### src/source/rx_link_pkg.sv
// shared types, code words and parser states for the receive link, referenced by scoped name
package rx_link_pkg;

    //////////////////////////////////////////////////
    // widths with a meaning
    //////////////////////////////////////////////////
    typedef logic [15:0] code_word_t;
    typedef logic [23:0] line_num_t;
    typedef logic [15:0] frame_len_t;
    typedef logic [3:0]  data_type_t;
    typedef logic [1:0]  chan_id_t;
    typedef logic [15:0] intr_width_t;
    typedef logic [23:0] holdoff_cnt_t;

    //////////////////////////////////////////////////
    // code words
    //////////////////////////////////////////////////
    // D5.6 / K28.5, only the low K flag set
    localparam code_word_t SYNC_WORD = 16'hC5BC;
    // K28.2 / K27.7, both K flags set
    localparam code_word_t SOF_WORD = 16'h5CFB;
    // previous word in the upper half, current word in the lower half
    localparam logic [31:0] FRAME_HEAD_FLAG = 32'hEB90_E116;
    // all ones with both K flags set means the link is gone
    localparam code_word_t LINK_LOSS_WORD = 16'hFFFF;

    // roughly 100 ms at the nominal receive clock
    localparam int unsigned DEFAULT_HOLDOFF = 10_000_000;

    //////////////////////////////////////////////////
    // frame parser states
    //////////////////////////////////////////////////
    typedef enum logic [3:0] {
        ST_IDLE        = 4'd0,
        ST_SYNC        = 4'd1,
        ST_FRAME_HEAD  = 4'd2,
        ST_DATA_TYPE   = 4'd3,
        ST_LINE_INFO   = 4'd4,
        ST_DATA_LENGTH = 4'd5,
        ST_RECV_DATA   = 4'd6,
        ST_CHECK_DATA  = 4'd7,
        ST_FRAME_END1  = 4'd8,
        ST_FRAME_END2  = 4'd9
    } parser_state_t;

endpackage

### src/source/frame_evt_if.sv
// frame results from the parser, shared with the loss monitor and the interrupt generator
interface frame_evt_if;

    // frame timing
    logic                    frame_done;
    logic                    in_frame;
    logic                    checksum_error;

    // decoded header fields
    logic                    file_end;
    rx_link_pkg::chan_id_t   channel_id;
    rx_link_pkg::data_type_t data_type;
    rx_link_pkg::line_num_t  line_number;
    rx_link_pkg::frame_len_t frame_length;

    modport parser (
        output frame_done,
        output in_frame,
        output checksum_error,
        output file_end,
        output channel_id,
        output data_type,
        output line_number,
        output frame_length
    );

    modport monitor (input in_frame);

    modport combiner (input frame_done);

endinterface

### src/source/frame_parser.sv
// frame FSM for the TLK2711 receive words; decodes the header, counts payload, checks the sum
module frame_parser (
    input  logic                    i_2711_rx_clk,
    input  logic                    i_rst_n,
    input  logic                    i_2711_rkmsb,
    input  logic                    i_2711_rklsb,
    input  rx_link_pkg::code_word_t i_2711_rxd,
    // 1 for a length in 16-bit words, 0 for a length in bytes
    input  logic                    i_rx_length_unit,
    frame_evt_if.parser             o_evt
);

    rx_link_pkg::parser_state_t state;
    rx_link_pkg::parser_state_t state_next;

    rx_link_pkg::code_word_t   rxd_d;
    rx_link_pkg::frame_len_t   data_cnt;
    rx_link_pkg::frame_len_t   payload_words;
    rx_link_pkg::code_word_t   checksum;
    logic                      last_word;

    logic                      frame_done;
    logic                      checksum_error;
    logic                      file_end;
    rx_link_pkg::chan_id_t     channel_id;
    rx_link_pkg::data_type_t   data_type;
    rx_link_pkg::line_num_t    line_number;
    rx_link_pkg::frame_len_t   frame_length;

    // odd byte counts round up to a whole word
    assign payload_words = i_rx_length_unit ? frame_length :
        rx_link_pkg::frame_len_t'({1'b0, frame_length[15:1]} + {15'd0, frame_length[0]});
    assign last_word = (data_cnt == rx_link_pkg::frame_len_t'(payload_words - 1'b1));

    //////////////////////////////////////////////////
    // state machine
    //////////////////////////////////////////////////
    always_ff @(posedge i_2711_rx_clk or negedge i_rst_n) begin
        if (!i_rst_n) begin
            state <= rx_link_pkg::ST_IDLE;
        end else begin
            state <= state_next;
        end
    end

    always_comb begin
        state_next = state;
        case (state)
            rx_link_pkg::ST_IDLE: begin
                if (!i_2711_rkmsb && i_2711_rklsb && i_2711_rxd == rx_link_pkg::SYNC_WORD) begin
                    state_next = rx_link_pkg::ST_SYNC;
                end
            end
            rx_link_pkg::ST_SYNC: begin
                if (i_2711_rkmsb && i_2711_rklsb && i_2711_rxd == rx_link_pkg::SOF_WORD) begin
                    state_next = rx_link_pkg::ST_FRAME_HEAD;
                end
            end
            rx_link_pkg::ST_FRAME_HEAD: begin
                if ({rxd_d, i_2711_rxd} == rx_link_pkg::FRAME_HEAD_FLAG) begin
                    state_next = rx_link_pkg::ST_DATA_TYPE;
                end
            end
            rx_link_pkg::ST_DATA_TYPE:   state_next = rx_link_pkg::ST_LINE_INFO;
            rx_link_pkg::ST_LINE_INFO:   state_next = rx_link_pkg::ST_DATA_LENGTH;
            rx_link_pkg::ST_DATA_LENGTH: state_next = rx_link_pkg::ST_RECV_DATA;
            rx_link_pkg::ST_RECV_DATA: begin
                if (last_word) begin
                    state_next = rx_link_pkg::ST_CHECK_DATA;
                end
            end
            rx_link_pkg::ST_CHECK_DATA:  state_next = rx_link_pkg::ST_FRAME_END1;
            rx_link_pkg::ST_FRAME_END1:  state_next = rx_link_pkg::ST_FRAME_END2;
            default:                     state_next = rx_link_pkg::ST_IDLE;
        endcase
    end

    // one word of history for the 32-bit head compare
    always_ff @(posedge i_2711_rx_clk) begin
        rxd_d <= i_2711_rxd;
    end

    //////////////////////////////////////////////////
    // header capture and payload count
    //////////////////////////////////////////////////
    always_ff @(posedge i_2711_rx_clk or negedge i_rst_n) begin
        if (!i_rst_n) begin
            file_end     <= 1'b0;
            channel_id   <= '0;
            data_type    <= '0;
            line_number  <= '0;
            frame_length <= '0;
            data_cnt     <= '0;
            frame_done   <= 1'b0;
        end else begin
            // header word is {file end pair, channel, type, line[23:16]}
            if (state == rx_link_pkg::ST_DATA_TYPE) begin
                file_end           <= i_2711_rxd[14];
                channel_id         <= i_2711_rxd[13:12];
                data_type          <= i_2711_rxd[11:8];
                line_number[23:16] <= i_2711_rxd[7:0];
            end
            if (state == rx_link_pkg::ST_LINE_INFO) begin
                line_number[15:0] <= i_2711_rxd;
            end
            if (state == rx_link_pkg::ST_DATA_LENGTH) begin
                frame_length <= i_2711_rxd;
            end
            if (state == rx_link_pkg::ST_RECV_DATA) begin
                data_cnt <= data_cnt + 1'b1;
            end else begin
                data_cnt <= '0;
            end
            frame_done <= (state == rx_link_pkg::ST_FRAME_END1);
        end
    end

    //////////////////////////////////////////////////
    // checksum
    //////////////////////////////////////////////////
    always_ff @(posedge i_2711_rx_clk or negedge i_rst_n) begin
        if (!i_rst_n) begin
            checksum       <= '0;
            checksum_error <= 1'b0;
        end else begin
            case (state)
                rx_link_pkg::ST_IDLE, rx_link_pkg::ST_SYNC: begin
                    checksum <= '0;
                end
                rx_link_pkg::ST_FRAME_HEAD: begin
                    checksum       <= '0;
                    checksum_error <= 1'b0;
                end
                rx_link_pkg::ST_DATA_TYPE, rx_link_pkg::ST_LINE_INFO,
                rx_link_pkg::ST_DATA_LENGTH, rx_link_pkg::ST_RECV_DATA: begin
                    // wraps at 16 bits
                    checksum <= checksum + i_2711_rxd;
                end
                rx_link_pkg::ST_CHECK_DATA: begin
                    checksum_error <= (checksum != i_2711_rxd);
                end
                default: begin
                    checksum_error <= checksum_error;
                end
            endcase
        end
    end

    assign o_evt.frame_done     = frame_done;
    assign o_evt.in_frame       = state inside {rx_link_pkg::ST_DATA_TYPE,
                                                rx_link_pkg::ST_LINE_INFO,
                                                rx_link_pkg::ST_DATA_LENGTH,
                                                rx_link_pkg::ST_RECV_DATA,
                                                rx_link_pkg::ST_CHECK_DATA};
    assign o_evt.checksum_error = checksum_error;
    assign o_evt.file_end       = file_end;
    assign o_evt.channel_id     = channel_id;
    assign o_evt.data_type      = data_type;
    assign o_evt.line_number    = line_number;
    assign o_evt.frame_length   = frame_length;

endmodule

### src/source/loss_monitor.sv
// link loss and sync loss detection on the receive words, each with its own hold-off window
module loss_monitor #(
    parameter int unsigned HOLDOFF_CYCLES = rx_link_pkg::DEFAULT_HOLDOFF
) (
    input  logic                    i_2711_rx_clk,
    input  logic                    i_rst_n,
    input  logic                    i_2711_rkmsb,
    input  logic                    i_2711_rklsb,
    input  rx_link_pkg::code_word_t i_2711_rxd,
    input  logic                    i_link_loss_detect_ena,
    input  logic                    i_sync_loss_detect_ena,
    frame_evt_if.monitor            i_evt,
    output logic                    o_link_loss,
    output logic                    o_sync_loss
);

    // detector slots
    localparam int LINK_IDX = 0;
    localparam int SYNC_IDX = 1;

    // last count of the window, flag drops on this value
    localparam rx_link_pkg::holdoff_cnt_t HOLDOFF_LAST =
        rx_link_pkg::holdoff_cnt_t'(HOLDOFF_CYCLES - 1);

    logic [1:0]                      det_hit;
    logic [1:0]                      det_ena;
    logic [1:0]                      loss_pulse;
    logic [1:0]                      holdoff_flag;
    rx_link_pkg::holdoff_cnt_t [1:0] holdoff_cnt;

    //////////////////////////////////////////////////
    // raw detection
    //////////////////////////////////////////////////
    // all-K filler word, the transceiver has lost the line
    assign det_hit[LINK_IDX] = i_2711_rkmsb & i_2711_rklsb &
                               (i_2711_rxd == rx_link_pkg::LINK_LOSS_WORD);
    // any K flag between the head and the checksum
    assign det_hit[SYNC_IDX] = (i_2711_rkmsb | i_2711_rklsb) & i_evt.in_frame;

    assign det_ena[LINK_IDX] = i_link_loss_detect_ena;
    assign det_ena[SYNC_IDX] = i_sync_loss_detect_ena;

    //////////////////////////////////////////////////
    // pulse and hold-off per detector
    //////////////////////////////////////////////////
    always_ff @(posedge i_2711_rx_clk or negedge i_rst_n) begin
        if (!i_rst_n) begin
            loss_pulse   <= '0;
            holdoff_flag <= '0;
            holdoff_cnt  <= '0;
        end else begin
            for (int i = 0; i < 2; i++) begin
                if (!det_ena[i]) begin
                    // disabled detector forgets any pending window
                    loss_pulse[i]   <= 1'b0;
                    holdoff_flag[i] <= 1'b0;
                    holdoff_cnt[i]  <= '0;
                end else begin
                    loss_pulse[i] <= det_hit[i] & ~holdoff_flag[i];
                    if (det_hit[i] && !holdoff_flag[i]) begin
                        holdoff_flag[i] <= 1'b1;
                        holdoff_cnt[i]  <= '0;
                    end else if (holdoff_flag[i]) begin
                        if (holdoff_cnt[i] == HOLDOFF_LAST) begin
                            holdoff_flag[i] <= 1'b0;
                            holdoff_cnt[i]  <= '0;
                        end else begin
                            holdoff_cnt[i] <= holdoff_cnt[i] + 1'b1;
                        end
                    end
                end
            end
        end
    end

    assign o_link_loss = loss_pulse[LINK_IDX];
    assign o_sync_loss = loss_pulse[SYNC_IDX];

endmodule

### src/source/rx_interrupt_gen.sv
// line interrupt after a programmed frame count, plus the registered loss interrupt
module rx_interrupt_gen (
    input  logic                     i_2711_rx_clk,
    input  logic                     i_rst_n,
    frame_evt_if.combiner            i_evt,
    input  logic                     i_link_loss,
    input  logic                     i_sync_loss,
    input  rx_link_pkg::line_num_t   i_rx_line_num_per_intr,
    input  rx_link_pkg::intr_width_t i_rx_intr_width,
    output logic                     o_rx_interrupt,
    output logic                     o_loss_interrupt
);

    rx_link_pkg::line_num_t   frame_cnt;
    rx_link_pkg::intr_width_t width_cnt;
    logic                     intr_active;
    logic                     frame_hit;
    logic                     loss_intr;

    // this frame completes the programmed group
    assign frame_hit = i_evt.frame_done &
        (rx_link_pkg::line_num_t'(frame_cnt + 1'b1) == i_rx_line_num_per_intr);

    always_ff @(posedge i_2711_rx_clk or negedge i_rst_n) begin
        if (!i_rst_n) begin
            frame_cnt <= '0;
        end else if (frame_hit) begin
            frame_cnt <= '0;
        end else if (i_evt.frame_done) begin
            frame_cnt <= frame_cnt + 1'b1;
        end
    end

    //////////////////////////////////////////////////
    // interrupt width
    //////////////////////////////////////////////////
    always_ff @(posedge i_2711_rx_clk or negedge i_rst_n) begin
        if (!i_rst_n) begin
            intr_active <= 1'b0;
            width_cnt   <= '0;
        end else if (frame_hit && i_rx_intr_width != '0) begin
            intr_active <= 1'b1;
            width_cnt   <= '0;
        end else if (intr_active) begin
            if (width_cnt == rx_link_pkg::intr_width_t'(i_rx_intr_width - 1'b1)) begin
                intr_active <= 1'b0;
                width_cnt   <= '0;
            end else begin
                width_cnt <= width_cnt + 1'b1;
            end
        end
    end

    // either loss kind, one cycle behind the pulse
    always_ff @(posedge i_2711_rx_clk or negedge i_rst_n) begin
        if (!i_rst_n) begin
            loss_intr <= 1'b0;
        end else begin
            loss_intr <= i_link_loss | i_sync_loss;
        end
    end

    assign o_rx_interrupt   = intr_active;
    assign o_loss_interrupt = loss_intr;

endmodule

### src/source/tlk2711_rx_top.sv
// top level of the TLK2711 receive link; parser, loss monitor and interrupt generator
module tlk2711_rx_top #(
    parameter int unsigned HOLDOFF_CYCLES = rx_link_pkg::DEFAULT_HOLDOFF
) (
    input  logic                     i_2711_rx_clk,
    input  logic                     i_rst_n,

    // transceiver receive bus
    input  logic                     i_2711_rkmsb,
    input  logic                     i_2711_rklsb,
    input  rx_link_pkg::code_word_t  i_2711_rxd,

    // host control
    input  logic                     i_link_loss_detect_ena,
    input  logic                     i_sync_loss_detect_ena,
    input  logic                     i_rx_length_unit,
    input  rx_link_pkg::line_num_t   i_rx_line_num_per_intr,
    input  rx_link_pkg::intr_width_t i_rx_intr_width,

    // frame info
    output rx_link_pkg::line_num_t   o_rx_frame_num,
    output rx_link_pkg::frame_len_t  o_rx_frame_length,
    output rx_link_pkg::data_type_t  o_rx_data_type,
    output logic                     o_rx_file_end_flag,
    output logic                     o_rx_checksum_flag,
    output rx_link_pkg::chan_id_t    o_rx_channel_id,

    // interrupts and loss pulses
    output logic                     o_rx_interrupt,
    output logic                     o_loss_interrupt,
    output logic                     o_link_loss,
    output logic                     o_sync_loss
);

    frame_evt_if u_evt ();

    frame_parser u_frame_parser (
        .i_2711_rx_clk    (i_2711_rx_clk),
        .i_rst_n          (i_rst_n),
        .i_2711_rkmsb     (i_2711_rkmsb),
        .i_2711_rklsb     (i_2711_rklsb),
        .i_2711_rxd       (i_2711_rxd),
        .i_rx_length_unit (i_rx_length_unit),
        .o_evt            (u_evt.parser)
    );

    loss_monitor #(
        .HOLDOFF_CYCLES (HOLDOFF_CYCLES)
    ) u_loss_monitor (
        .i_2711_rx_clk          (i_2711_rx_clk),
        .i_rst_n                (i_rst_n),
        .i_2711_rkmsb           (i_2711_rkmsb),
        .i_2711_rklsb           (i_2711_rklsb),
        .i_2711_rxd             (i_2711_rxd),
        .i_link_loss_detect_ena (i_link_loss_detect_ena),
        .i_sync_loss_detect_ena (i_sync_loss_detect_ena),
        .i_evt                  (u_evt.monitor),
        .o_link_loss            (o_link_loss),
        .o_sync_loss            (o_sync_loss)
    );

    rx_interrupt_gen u_rx_interrupt_gen (
        .i_2711_rx_clk          (i_2711_rx_clk),
        .i_rst_n                (i_rst_n),
        .i_evt                  (u_evt.combiner),
        .i_link_loss            (o_link_loss),
        .i_sync_loss            (o_sync_loss),
        .i_rx_line_num_per_intr (i_rx_line_num_per_intr),
        .i_rx_intr_width        (i_rx_intr_width),
        .o_rx_interrupt         (o_rx_interrupt),
        .o_loss_interrupt       (o_loss_interrupt)
    );

    assign o_rx_frame_num     = u_evt.line_number;
    assign o_rx_frame_length  = u_evt.frame_length;
    assign o_rx_data_type     = u_evt.data_type;
    assign o_rx_file_end_flag = u_evt.file_end;
    assign o_rx_checksum_flag = u_evt.checksum_error;
    assign o_rx_channel_id    = u_evt.channel_id;

endmodule

### config.mk
export PLATFORM = sky130hd
export DESIGN_NAME = tlk2711_rx_top
export DESIGN_NICKNAME = d
export VERILOG_FILES = /design/src/source/rx_link_pkg.sv /design/src/source/frame_evt_if.sv /design/src/source/frame_parser.sv /design/src/source/loss_monitor.sv /design/src/source/rx_interrupt_gen.sv /design/src/source/tlk2711_rx_top.sv
export SDC_FILE = /design/constraint.sdc
export NUM_CORES = 1
export LEC_CHECK = 0
export BUFFER_PORTS_ARGS = -buffer_cell sky130_fd_sc_hd__buf_2
export CORE_AREA = 2 2 138 167
export DETAILED_ROUTE_END_ITERATION = 7
export DIE_AREA = 0 0 140 169
export PLACE_DENSITY = 0.77
export SYNTH_ARGS = -nofsm -noshare
export SYNTH_HDL_FRONTEND = slang
export SYNTH_SLANG_ARGS = --single-unit
### constraint.sdc
create_clock -name i_2711_rx_clk -period 2.9 [get_ports i_2711_rx_clk]
set_input_delay 0.58 -clock i_2711_rx_clk [delete_from_list [all_inputs] [get_ports i_2711_rx_clk]]
set_output_delay 0.58 -clock i_2711_rx_clk [all_outputs]
set_load 0.01 [all_outputs]
==> impl_metrics.csv, run 1 <==
group,metric,value,unit
outcome,status,"finished, violations left",
outcome,violations,"design-rule violations",
die,die_h,169,µm
die,dieArea,23660,µm²
setup_path,cp.arrival,3.17,ns
yosys,yosys_register_bits,195,
global_routing,grt.overflow.total,0,
power_and_ir_drop,leakage,6.226,nW
global_routing,grt_pass1_vias,10121,
setup_path,criticalPathCategory,"flip-flop to flip-flop",
global_routing,grtUsageTotal,0.2488,
clock_network,ctsHoldBuffers,0,
power_and_ir_drop,p_sw,2.140,mW
power_and_ir_drop,max-vdd-ir-drop,0.4594,mV
setup_path,worstPathCellList,"ha_4 > ha_4 > xor2_1 > o41ai_2 > nand3b_1 > a311oi_4 > buf_4 > or2_4 > a21oi_1 > a311oi_2 > a41oi_2 > o31ai_2",
drt,routed_wl,29420,µm
final_layout,area_growth,20.51,%
global_routing,grt_antenna_before_repair,0,
yosys,syn-cell-area,11920,µm²
drt,vias,10573,
drt,drtIter0Drc,688,
setup_path,end_kind,"flip-flop",
setup_path,cp_data_required_time,3.25,ns
sta,setup_tns,0,ns
drt,first_pass_iters,8,
setup_path,reg2regPathDepth,12,
setup_path,reg2reg_from,"u_frame_parser.o_evt.frame_length[0]$_DFFE_PN0P_",
global_routing,grt_pass1_wl,48780,µm
flow_run,maxCapViolations,0,
place,portBuffers,114,
sta,layout_min_cycle_time,2.821,ns
power_and_ir_drop,clock_power_share,0.359,
final_layout,nets,1590,
power_and_ir_drop,swShare,0.3131,
setup_path,startpoint,"u_frame_parser.o_evt.frame_length[0]$_DFFE_PN0P_",
sta,holdWs,0.1296,ns
die,io_pins,115,
clock_network,cts_tree,"done",
yosys,async_reset_ff_frac,0.9179,
yosys,ys_types,81,
clock_network,clk_latency,0.44,ns
setup_path,startpoint_type,"flip-flop",
place,gp_congestion,0.8852,
power_and_ir_drop,internal_power,4.694,mW
sta,slew_headroom,0.4968,
power_and_ir_drop,powerDensity,475.7,nW/µm²
yosys,yosysSeqAreaShare,0.4026,
global_routing,grt_max_degree,65,
drt,wl_per_cell,16.41,µm
sta,rsz0062_at_grt,"true",
die,coreArea,22150,µm²
clock_network,h-tree-depth,4,
sta,tightest_slew,0.7520,ns
setup_path,cp_slowest_cell,"dfrtp_2",
clock_network,cts_root_buf,"clkbuf_16",
clock_network,cts.sinks,195,
yosys,synth_nets,1399,
yosys,yosysWarnings,0,
die,die_w,140,µm
power_and_ir_drop,power,6.833,mW
die,start_util,0.5382,
die,rows,60,
sta,fmax,354.5,MHz
yosys,synthCells,1310,
power_and_ir_drop,seq_power_share,0.439,
drt,detail-route-antenna-nets,0,
setup_path,slowest_delay,0.43,ns
hold_path,hold_path_class,"primary input to async pin",
sta,drv_slew,0,
place,dpl.hpwl,21360,µm
drt,drc,8,
sta,setup_violations,0,
power_and_ir_drop,combPwrFrac,0.202,
clock_network,clock_path_buffers,2,
yosys,syn_area_per_cell,9.099,µm²
final_layout,drive_gt1_frac,0.2464,
yosys,synth_ff_type,"dfrtp_1",
setup_path,ff2ff_setup_slack,0.08,ns
final_layout,antenna_cells,0,
setup_path,cp_common_cell,"ha_4",
yosys,synth_edf_count,0,
clock_network,clk_pin_slew,0.08,ns
clock_network,numCtsBuffers,17,
sta,fin_crit_sh,0.9728,
drt,viasPerCell,5.897,
sta,hold_violations,0,
setup_path,regToRegEndpoint,"u_frame_parser.state[0]$_DFFE_PN0P_",
setup_path,worstPathMaxFanout,5,
sta,fin_skew,0.01072,ns
setup_path,crit_end,"u_frame_parser.state[0]$_DFFE_PN0P_",
cells by family after synthesis:
kind of cell / share of synthesized area
AOI/OAI and AO/OA: 0.1519
xor gates and xnor gates: 0.09258
adders and majority gates: 0.02792
buffers and inverters: 0.03411
DFF: 0.4026
muxes: 0.06077
and+or+nand+nor: 0.2301
synth_stat cells, types with 8 or more instances:
| library cell | number | area (µm²) |
|---|---|---|
| or3_1 | 16 | 100.1 |
| buf_2 | 15 | 75.07 |
| a31oi_1 | 12 | 75.07 |
| nand3_1 | 65 | 325.3 |
| nand2b_1 | 24 | 150.1 |
| ha_1 | 25 | 312.8 |
| xnor2_1 | 78 | 683.2 |
| dfxtp_1 | 16 | 320.3 |
| nor3_1 | 40 | 200.2 |
| nor4b_1 | 9 | 78.83 |
| inv_1 | 34 | 127.6 |
| and4_1 | 12 | 105.1 |
| o21ai_0 | 105 | 525.5 |
| nor2b_1 | 25 | 156.4 |
| dfrtp_1 | 179 | 4479 |
| clkbuf_1 | 42 | 157.7 |
| mux2_2 | 47 | 529.3 |
| nand2_1 | 97 | 364.1 |
| o22ai_1 | 8 | 50.05 |
| o21bai_1 | 8 | 60.06 |
| xor2_1 | 48 | 420.4 |
| o31ai_1 | 20 | 150.1 |
| and3_1 | 23 | 143.9 |
| nor4_1 | 19 | 118.9 |
| a21o_1 | 10 | 75.07 |
| mux2i_1 | 18 | 180.2 |
| nand4_1 | 29 | 181.4 |
| a21oi_1 | 44 | 220.2 |
| nor2_1 | 109 | 409.1 |
power by group through the flow:
| stage | clock, mW | combinational [mW] | sequential [mW] |
|---|---|---|---|
| finish | 2.45 | 1.38 | 3.00 |
| global route | 2.60 | 1.53 | 3.02 |
| CTS | 2.49 | 1.37 | 3.00 |
| detailed placement | 0 | 1.35 | 3.05 |
| global placement | 0 | 1.32 | 3.04 |
| floorplan | 0 | 0.831 | 3.06 |
through the flow:
| stage | setup WS, ns | utilization | instances | cell area, µm² |
|---|---|---|---|---|
| 2_1_floorplan | 0.006961 | - | 1310 | 11970 |
| 3_3_place_gp | -0.1272 | 0.6089 | 1750 | 13490 |
| 3_5_place_dp | -0.2287 | 0.6089 | 1750 | 13490 |
| 4_1_cts | -0.02881 | 0.6406 | 1783 | 14190 |
| 5_1_grt | -0.06200 | 0.6486 | 1793 | 14370 |
| 6_report | 0.07895 | 0.6486 | 1793 | 14370 |
cell usage in the layout (no fill, tap or decap), types with 11 or more instances in the layout:
cell / n
a21oi_1: 44
a31oi_1: 12
and3_1: 22
and4_1: 11
buf_2: 113
buf_4: 117
clkbuf_16: 17
dfrtp_1: 175
dfxtp_1: 16
ha_1: 22
inv_1: 34
mux2_2: 47
mux2i_1: 17
nand2_1: 96
nand2b_1: 24
nand3_1: 63
nand4_1: 29
nor2_1: 108
nor2b_1: 25
nor3_1: 38
nor4_1: 17
o21ai_0: 104
o31ai_1: 19
or3_1: 16
xnor2_1: 77
xor2_1: 48
critical path: cells and delay by family (launching register included):
kind | cells | cell delay (ns)
buffers and inverters | 1 | 0.18
adders and majority gates | 2 | 0.34
xor gates and xnor gates | 1 | 0.18
DFF | 1 | 0.43
AOI/OAI and AO/OA | 6 | 1.30
and+or+nand+nor | 2 | 0.29
repair_timing:
item | in CTS | in global routing
pin swaps | 5 | 16
setup buffers | 1 | 9
setup endpoints to repair | 19 | 39
cloned | 0 | 1
resized for setup | 12 | 23
layer usage:
layer | wire length [µm] | up-vias | global-route usage
li1 | - | 5144 | -
met1 | 12350 | 5074 | 0.3125
met2 | 15000 | 294 | 0.4395
met3 | 1218 | 61 | 0.03253
met4 | 850 | 0 | 0.09354
met5 | 0 | - | 0
state kept, by name (all words and copies together) (netlist names), 4 cells and up:
signal and flops:
u_rx_interrupt_gen.frame_cnt 24, u_rx_interrupt_gen.width_cnt 16, u_frame_parser.o_evt.line_number 24, u_frame_parser.data_cnt 16
u_frame_parser.o_evt.frame_length 16, u_frame_parser.rxd_d 16, u_frame_parser.state 4, u_loss_monitor.holdoff_cnt 48
u_frame_parser.o_evt.data_type 4, u_frame_parser.checksum 16
worst min path at each step:
stage	endpoint	cells past startpoint
global route	u_rx_interrupt_gen.width_cnt[10]$_DFFE_PN0P_	1
floorplan	u_frame_parser.checksum[0]$_DFFE_PN0P_	0
CTS	u_rx_interrupt_gen.width_cnt[10]$_DFFE_PN0P_	1
global placement	u_rx_interrupt_gen.o_loss_interrupt$_DFF_PN0_	1
detailed placement	u_rx_interrupt_gen.o_loss_interrupt$_DFF_PN0_	1
finish	u_rx_interrupt_gen.width_cnt[10]$_DFFE_PN0P_	1
area by class of cell:
cell class              instances  area, µm²
inverters                      35      131.4
multi-input cells            1018       6942
well taps                     279      349.1
flip-flops and latches        195       4805
repair buffers                234       1509
clock buffers                  17      425.4
fillers                      1785       7781
clock inverters                15      203.9
(Power assumes the default switching activity.)
==> run 2, diff against run 1 <==
CORE_AREA = 2 2 127 154   (was 2 2 138 167)
DIE_AREA = 0 0 129 156   (was 0 0 140 169)
PLACE_DENSITY = 0.85   (was 0.77)
REMOVE_ABC_BUFFERS = 1   (was unset)
clock period = 3.48 ns   (was 2.9 ns; I/O delays follow)
==> impl_metrics.csv, run 2 (synthesis results as in run 1) <==
group,metric,value,unit
setup_path,criticalPathCategory,"flip-flop to flip-flop",
clock_network,clock_path_buffers,2,
clock_network,post_cts_buffers,0,
sta,setup_violations,0,
clock_network,clk_latency,0.44,ns
drt,viasPerCell,6.150,
power_and_ir_drop,power,5.538,mW
global_routing,grt_pass1_vias,9709,
place,dpl.hpwl,20040,µm
setup_path,reg2reg_from,"u_rx_interrupt_gen.frame_cnt[7]$_DFFE_PN0P_",
drt,routed_wl,28260,µm
setup_path,regToRegEndpoint,"u_rx_interrupt_gen.frame_cnt[16]$_DFFE_PN0P_",
setup_path,crit_end,"u_rx_interrupt_gen.frame_cnt[16]$_DFFE_PN0P_",
final_layout,drive_gt1_frac,0.1814,
sta,fin_crit_sh,0.9422,
die,start_util,0.6392,
drt,detail-route-antenna-nets,0,
drt,first_pass_iters,5,
final_layout,nFillCells,1355,
final_layout,largest_reg_flops,48,
sta,fin_ws,0.2011,ns
final_layout,final_common_cell,"dfrtp_1",
final_layout,antenna_cells,0,
power_and_ir_drop,max-vdd-ir-drop,0.3415,mV
place,portBuffers,114,
clock_network,h-tree-depth,4,
place,place_ws,0.002514,ns
global_routing,grt_max_degree,82,
global_routing,top_usage_layer,"met2",
setup_path,slowest_delay,0.56,ns
setup_path,end_kind,"flip-flop",
power_and_ir_drop,leakage,5.746,nW
die,io_pins,115,
global_routing,grt_util_met3,0.05247,
outcome,status,"finished clean",
drt,wl_per_cell,16.84,µm
global_routing,grt.overflow.total,0,
clock_network,cts_tree,"done",
clock_network,cts.sinks,195,
global_routing,grtUsageTotal,0.2846,
power_and_ir_drop,powerDensity,412.8,nW/µm²
clock_network,clk_pin_slew,0.08,ns
setup_path,cp_slowest_cell,"dfrtp_1",
sta,fmax,305.0,MHz
sta,slew_headroom,0.3441,
die,rows,55,
final_layout,biggestRegsByFlops,"u_loss_monitor.holdoff_cnt (48), u_frame_parser.o_evt.line_number (24), u_rx_interrupt_gen.frame_cnt (24)",
sta,drv_slew,0,
sta,tightest_slew,0.9591,ns
global_routing,use_met2,0.4926,
hold_path,hold_path_class,"primary input to async pin",
setup_path,ff2ff_setup_slack,0.20,ns
setup_path,worstPathMaxFanout,20,
global_routing,grt_pass1_wl,46350,µm
sta,hold_violations,0,
setup_path,cp_data_required_time,3.81,ns
final_layout,area_growth,12.55,%
final_layout,top_register,"u_loss_monitor.holdoff_cnt",
sta,holdWs,0.2990,ns
global_routing,grt_antenna_before_repair,0,
sta,layout_min_cycle_time,3.279,ns
setup_path,worstPathCellList,"nand4_4 > nor4_4 > xnor2_1 > or4_1 > nor4_1 > and4_2 > and2_4 > nor3_2 > mux2_4",
flow_run,maxCapViolations,0,
sta,rsz0062_at_grt,"false",
clock_network,ctsHoldBuffers,0,
setup_path,cp.arrival,3.61,ns
setup_path,startpoint,"u_rx_interrupt_gen.frame_cnt[7]$_DFFE_PN0P_",
global_routing,grt_util_met1,0.3561,
clock_network,cts_resized,0,
die,die_h,156,µm
final_layout,nets,1498,
drt,drc,0,
final_layout,fin_area,13420,µm²
setup_path,reg2regPathDepth,9,
place,placed_area,12790,µm²
die,coreArea,18650,µm²
die,dieArea,20120,µm²
sta,fin_skew,0.01254,ns
clock_network,cts_root_buf,"clkbuf_16",
final_layout,final_core_util,0.7194,
clock_network,numCtsBuffers,17,
place,gp_congestion,0.9140,
drt,vias,10319,
die,die_w,129,µm
final_layout,layout_common_cells,"dfrtp_1, buf_2, nor2_1, o21ai_0, nand2_1",
drt,drtIter0Drc,754,
setup_path,startpoint_type,"flip-flop",
run 2: final cells by class:
type                    count  area, µm²  area share
multi-input cells        1017       6780      0.5054
flip-flops and latches    195       4800      0.3577
repair buffers            143      807.0     0.06015
clock buffers              20      467.9     0.03488
well taps                 256      320.3     0.02387
inverters                  35      131.4    0.009792
clock inverters            12      110.1    0.008207
run 2: worst min path at each step:
| stage | endpoint | from | slack, ns | cells past startpoint |
|---|---|---|---|---|
| floorplan | u_frame_parser.checksum[0]$_DFFE_PN0P_ | i_rst_n | 0.40 | 0 |
| global placement | u_rx_interrupt_gen.o_loss_interrupt$_DFF_PN0_ | u_loss_monitor.loss_pulse[1]$_DFF_PN0_ | 0.44 | 1 |
| detailed placement | u_rx_interrupt_gen.o_loss_interrupt$_DFF_PN0_ | u_loss_monitor.loss_pulse[1]$_DFF_PN0_ | 0.45 | 1 |
| CTS | u_rx_interrupt_gen.width_cnt[9]$_DFFE_PN0P_ | i_rst_n | 0.33 | 1 |
| global route | u_loss_monitor.holdoff_cnt[21]$_DFFE_PN0P_ | i_rst_n | 0.36 | 1 |
| finish | u_loss_monitor.holdoff_cnt[17]$_DFFE_PN0P_ | i_rst_n | 0.30 | 1 |
run 2: where the power goes:
| group | switching (mW) | leakage, nW | internal, mW |
|---|---|---|---|
| clock network | 0.936 | 0.280 | 1.01 |
| logic | 0.624 | 2.96 | 0.461 |
| registers | 0.104 | 2.50 | 2.41 |
run 2: worst max-delay path: cells and delay by family, from the launching register on:
kind,cells,cell delay [ns]
flip-flops,1,0.56
multiplexers,1,0.28
XOR/XNOR,1,0.11
AND/OR/NAND/NOR,7,2.21
run 2: layer usage:
layer | vias to the layer above | part of all wire
met4 | 0 | 0.024
met2 | 348 | 0.51
li1 | 4954 | -
met5 | - | 0
met3 | 54 | 0.051
met1 | 4963 | 0.42
run 2: through the flow:
step | TNS, ns | instances
final | 0 | 1678
after global routing | 0 | 1678
after CTS | 0 | 1678
after detailed placement | 0 | 1646
after global placement | 0 | 1646
after floorplan | -11.53 | 1247
==> run 3, diff against run 2 <==
CTS_BUF_LIST = sky130_fd_sc_hd__clkbuf_8   (was unset)
==> impl_metrics.csv, run 3 (synthesis results as in run 1) <==
group,metric,value,unit
drt,first_pass_iters,7,
drt,detail-route-antenna-nets,0,
die,start_util,0.6392,
place,dp_cells,1646,
place,portBuffers,114,
global_routing,grt_antenna_before_repair,0,
sta,setup_tns,0,ns
drt,drc,0,
die,die_w,129,µm
final_layout,area_growth,10.97,%
sta,hold_violations,0,
setup_path,cp.arrival,3.64,ns
hold_path,hold_path_class,"primary input to async pin",
sta,fin_ws,0.2170,ns
die,coreArea,18650,µm²
place,dpl.hpwl,20040,µm
die,io_pins,115,
clock_network,cts.sinks,195,
final_layout,final_common_cell,"dfrtp_1",
sta,tightest_slew,0.9127,ns
clock_network,cts_tree,"done",
setup_path,ff2ff_setup_slack,0.22,ns
global_routing,grt_pass1_vias,9669,
outcome,status,"finished clean",
sta,fin_crit_sh,0.9376,
drt,vias,10359,
clock_network,post_cts_buffers,0,
setup_path,startpoint_type,"flip-flop",
final_layout,drive_gt1_frac,0.1807,
final_layout,nets,1498,
clock_network,cts_root_buf,"clkbuf_8",
setup_path,criticalPathCategory,"flip-flop to flip-flop",
sta,fmax,306.5,MHz
final_layout,biggestRegsByFlops,"u_loss_monitor.holdoff_cnt (48), u_frame_parser.o_evt.line_number (24), u_rx_interrupt_gen.frame_cnt (24)",
die,dieArea,20120,µm²
global_routing,grt_max_degree,82,
setup_path,regToRegEndpoint,"u_rx_interrupt_gen.frame_cnt[16]$_DFFE_PN0P_",
power_and_ir_drop,power,5.062,mW
global_routing,grtUsageTotal,0.2811,
setup_path,reg2reg_from,"u_rx_interrupt_gen.frame_cnt[7]$_DFFE_PN0P_",
clock_network,cts_resized,0,
sta,drv_slew,0,
drt,routed_wl,27880,µm
drt,wl_per_cell,16.62,µm
die,rows,55,
drt,viasPerCell,6.173,
sta,fin_skew,0.01793,ns
setup_path,reg2regPathDepth,9,
clock_network,clk_pin_slew,0.11,ns
global_routing,grt_pass1_wl,45930,µm
setup_path,cp_data_required_time,3.86,ns
setup_path,startpoint,"u_rx_interrupt_gen.frame_cnt[7]$_DFFE_PN0P_",
power_and_ir_drop,max-vdd-ir-drop,0.3029,mV
clock_network,ctsHoldBuffers,0,
sta,setup_violations,0,
power_and_ir_drop,leakage,5.664,nW
place,gp_congestion,0.9140,
flow_run,maxCapViolations,0,
final_layout,top_register,"u_loss_monitor.holdoff_cnt",
die,die_h,156,µm
clock_network,numCtsBuffers,17,
setup_path,crit_end,"u_rx_interrupt_gen.frame_cnt[16]$_DFFE_PN0P_",
sta,slew_headroom,0.3758,
final_layout,largest_reg_flops,48,
clock_network,clk_latency,0.48,ns
global_routing,grt.overflow.total,0,
final_layout,nFillCells,1379,
clock_network,clock_path_buffers,2,
place,place_ws,0.002514,ns
sta,layout_min_cycle_time,3.263,ns
clock_network,h-tree-depth,4,
setup_path,end_kind,"flip-flop",
final_layout,layout_common_cells,"dfrtp_1, buf_2, nor2_1, o21ai_0, nand2_1",
sta,rsz0062_at_grt,"false",
final_layout,antenna_cells,0,
drt,drtIter0Drc,647,
power_and_ir_drop,powerDensity,382.7,nW/µm²
setup_path,worstPathMaxFanout,20,
final_layout,final_core_util,0.7093,
final_layout,final_cells,1678,
-- run 3: cell types whose count changed in the layout (fill, tap and decap cells not counted), sizes merged --
cell and delta:
bufinv +1, clkbuf -2, inv +1
-- run 3: cell type report --
type | count | area [µm²] | share of cell area
Sequential cell | 195 | 4800 | 0.3628
Clock inverter | 14 | 143.9 | 0.01088
Multi-Input combinational cell | 1017 | 6778 | 0.5124
Inverter | 35 | 131.4 | 0.009932
Tap cell | 256 | 320.3 | 0.02421
Timing Repair Buffer | 143 | 807.0 | 0.06101
Clock buffer | 18 | 247.7 | 0.01873
-- run 3: how the worst min path moves through the flow --
stage / end / depth (start not counted)
detailed placement: u_rx_interrupt_gen.o_loss_interrupt$_DFF_PN0_ / 1
CTS: u_rx_interrupt_gen.width_cnt[9]$_DFFE_PN0P_ / 1
floorplan: u_frame_parser.checksum[0]$_DFFE_PN0P_ / 0
global placement: u_rx_interrupt_gen.o_loss_interrupt$_DFF_PN0_ / 1
global route: u_loss_monitor.holdoff_cnt[23]$_DFFE_PN0P_ / 1
finish: u_rx_interrupt_gen.width_cnt[9]$_DFFE_PN0P_ / 1
-- run 3: stage by stage --
| step | instance area [µm²] | hold WS (ns) |
|---|---|---|
| 2_1_floorplan | 11640 | 0.4004 |
| 3_3_place_gp | 12790 | 0.4377 |
| 3_5_place_dp | 12790 | 0.4509 |
| 4_1_cts | 13190 | 0.2649 |
| 5_1_grt | 13230 | 0.3179 |
| 6_report | 13230 | 0.2519 |
-- run 3: critical path: stages, from the launching register on --
cell and delay [ns]:
dfrtp_1 0.57, nand4_4 0.25, nor4_4 0.40, xnor2_1 0.11
or4_1 0.55, nor4_1 0.25, and4_2 0.37, and2_4 0.32
nor3_2 0.06, mux2_4 0.28
-- run 3: report_power, final --
group	switching [mW]	internal (mW)	total [mW]
sequential	0.103	2.41	2.51
combinational	0.620	0.461	1.08
clock	0.862	0.611	1.47
total	1.58	3.48	5.06
-- run 3: per-layer routing --
layer	share of wire	global-route usage	up-vias
met4	0.024	0.1040	0
met1	0.42	0.3516	5012
li1	-	-	4953
met3	0.050	0.04595	54
met2	0.51	0.4890	340
met5	0	0	-
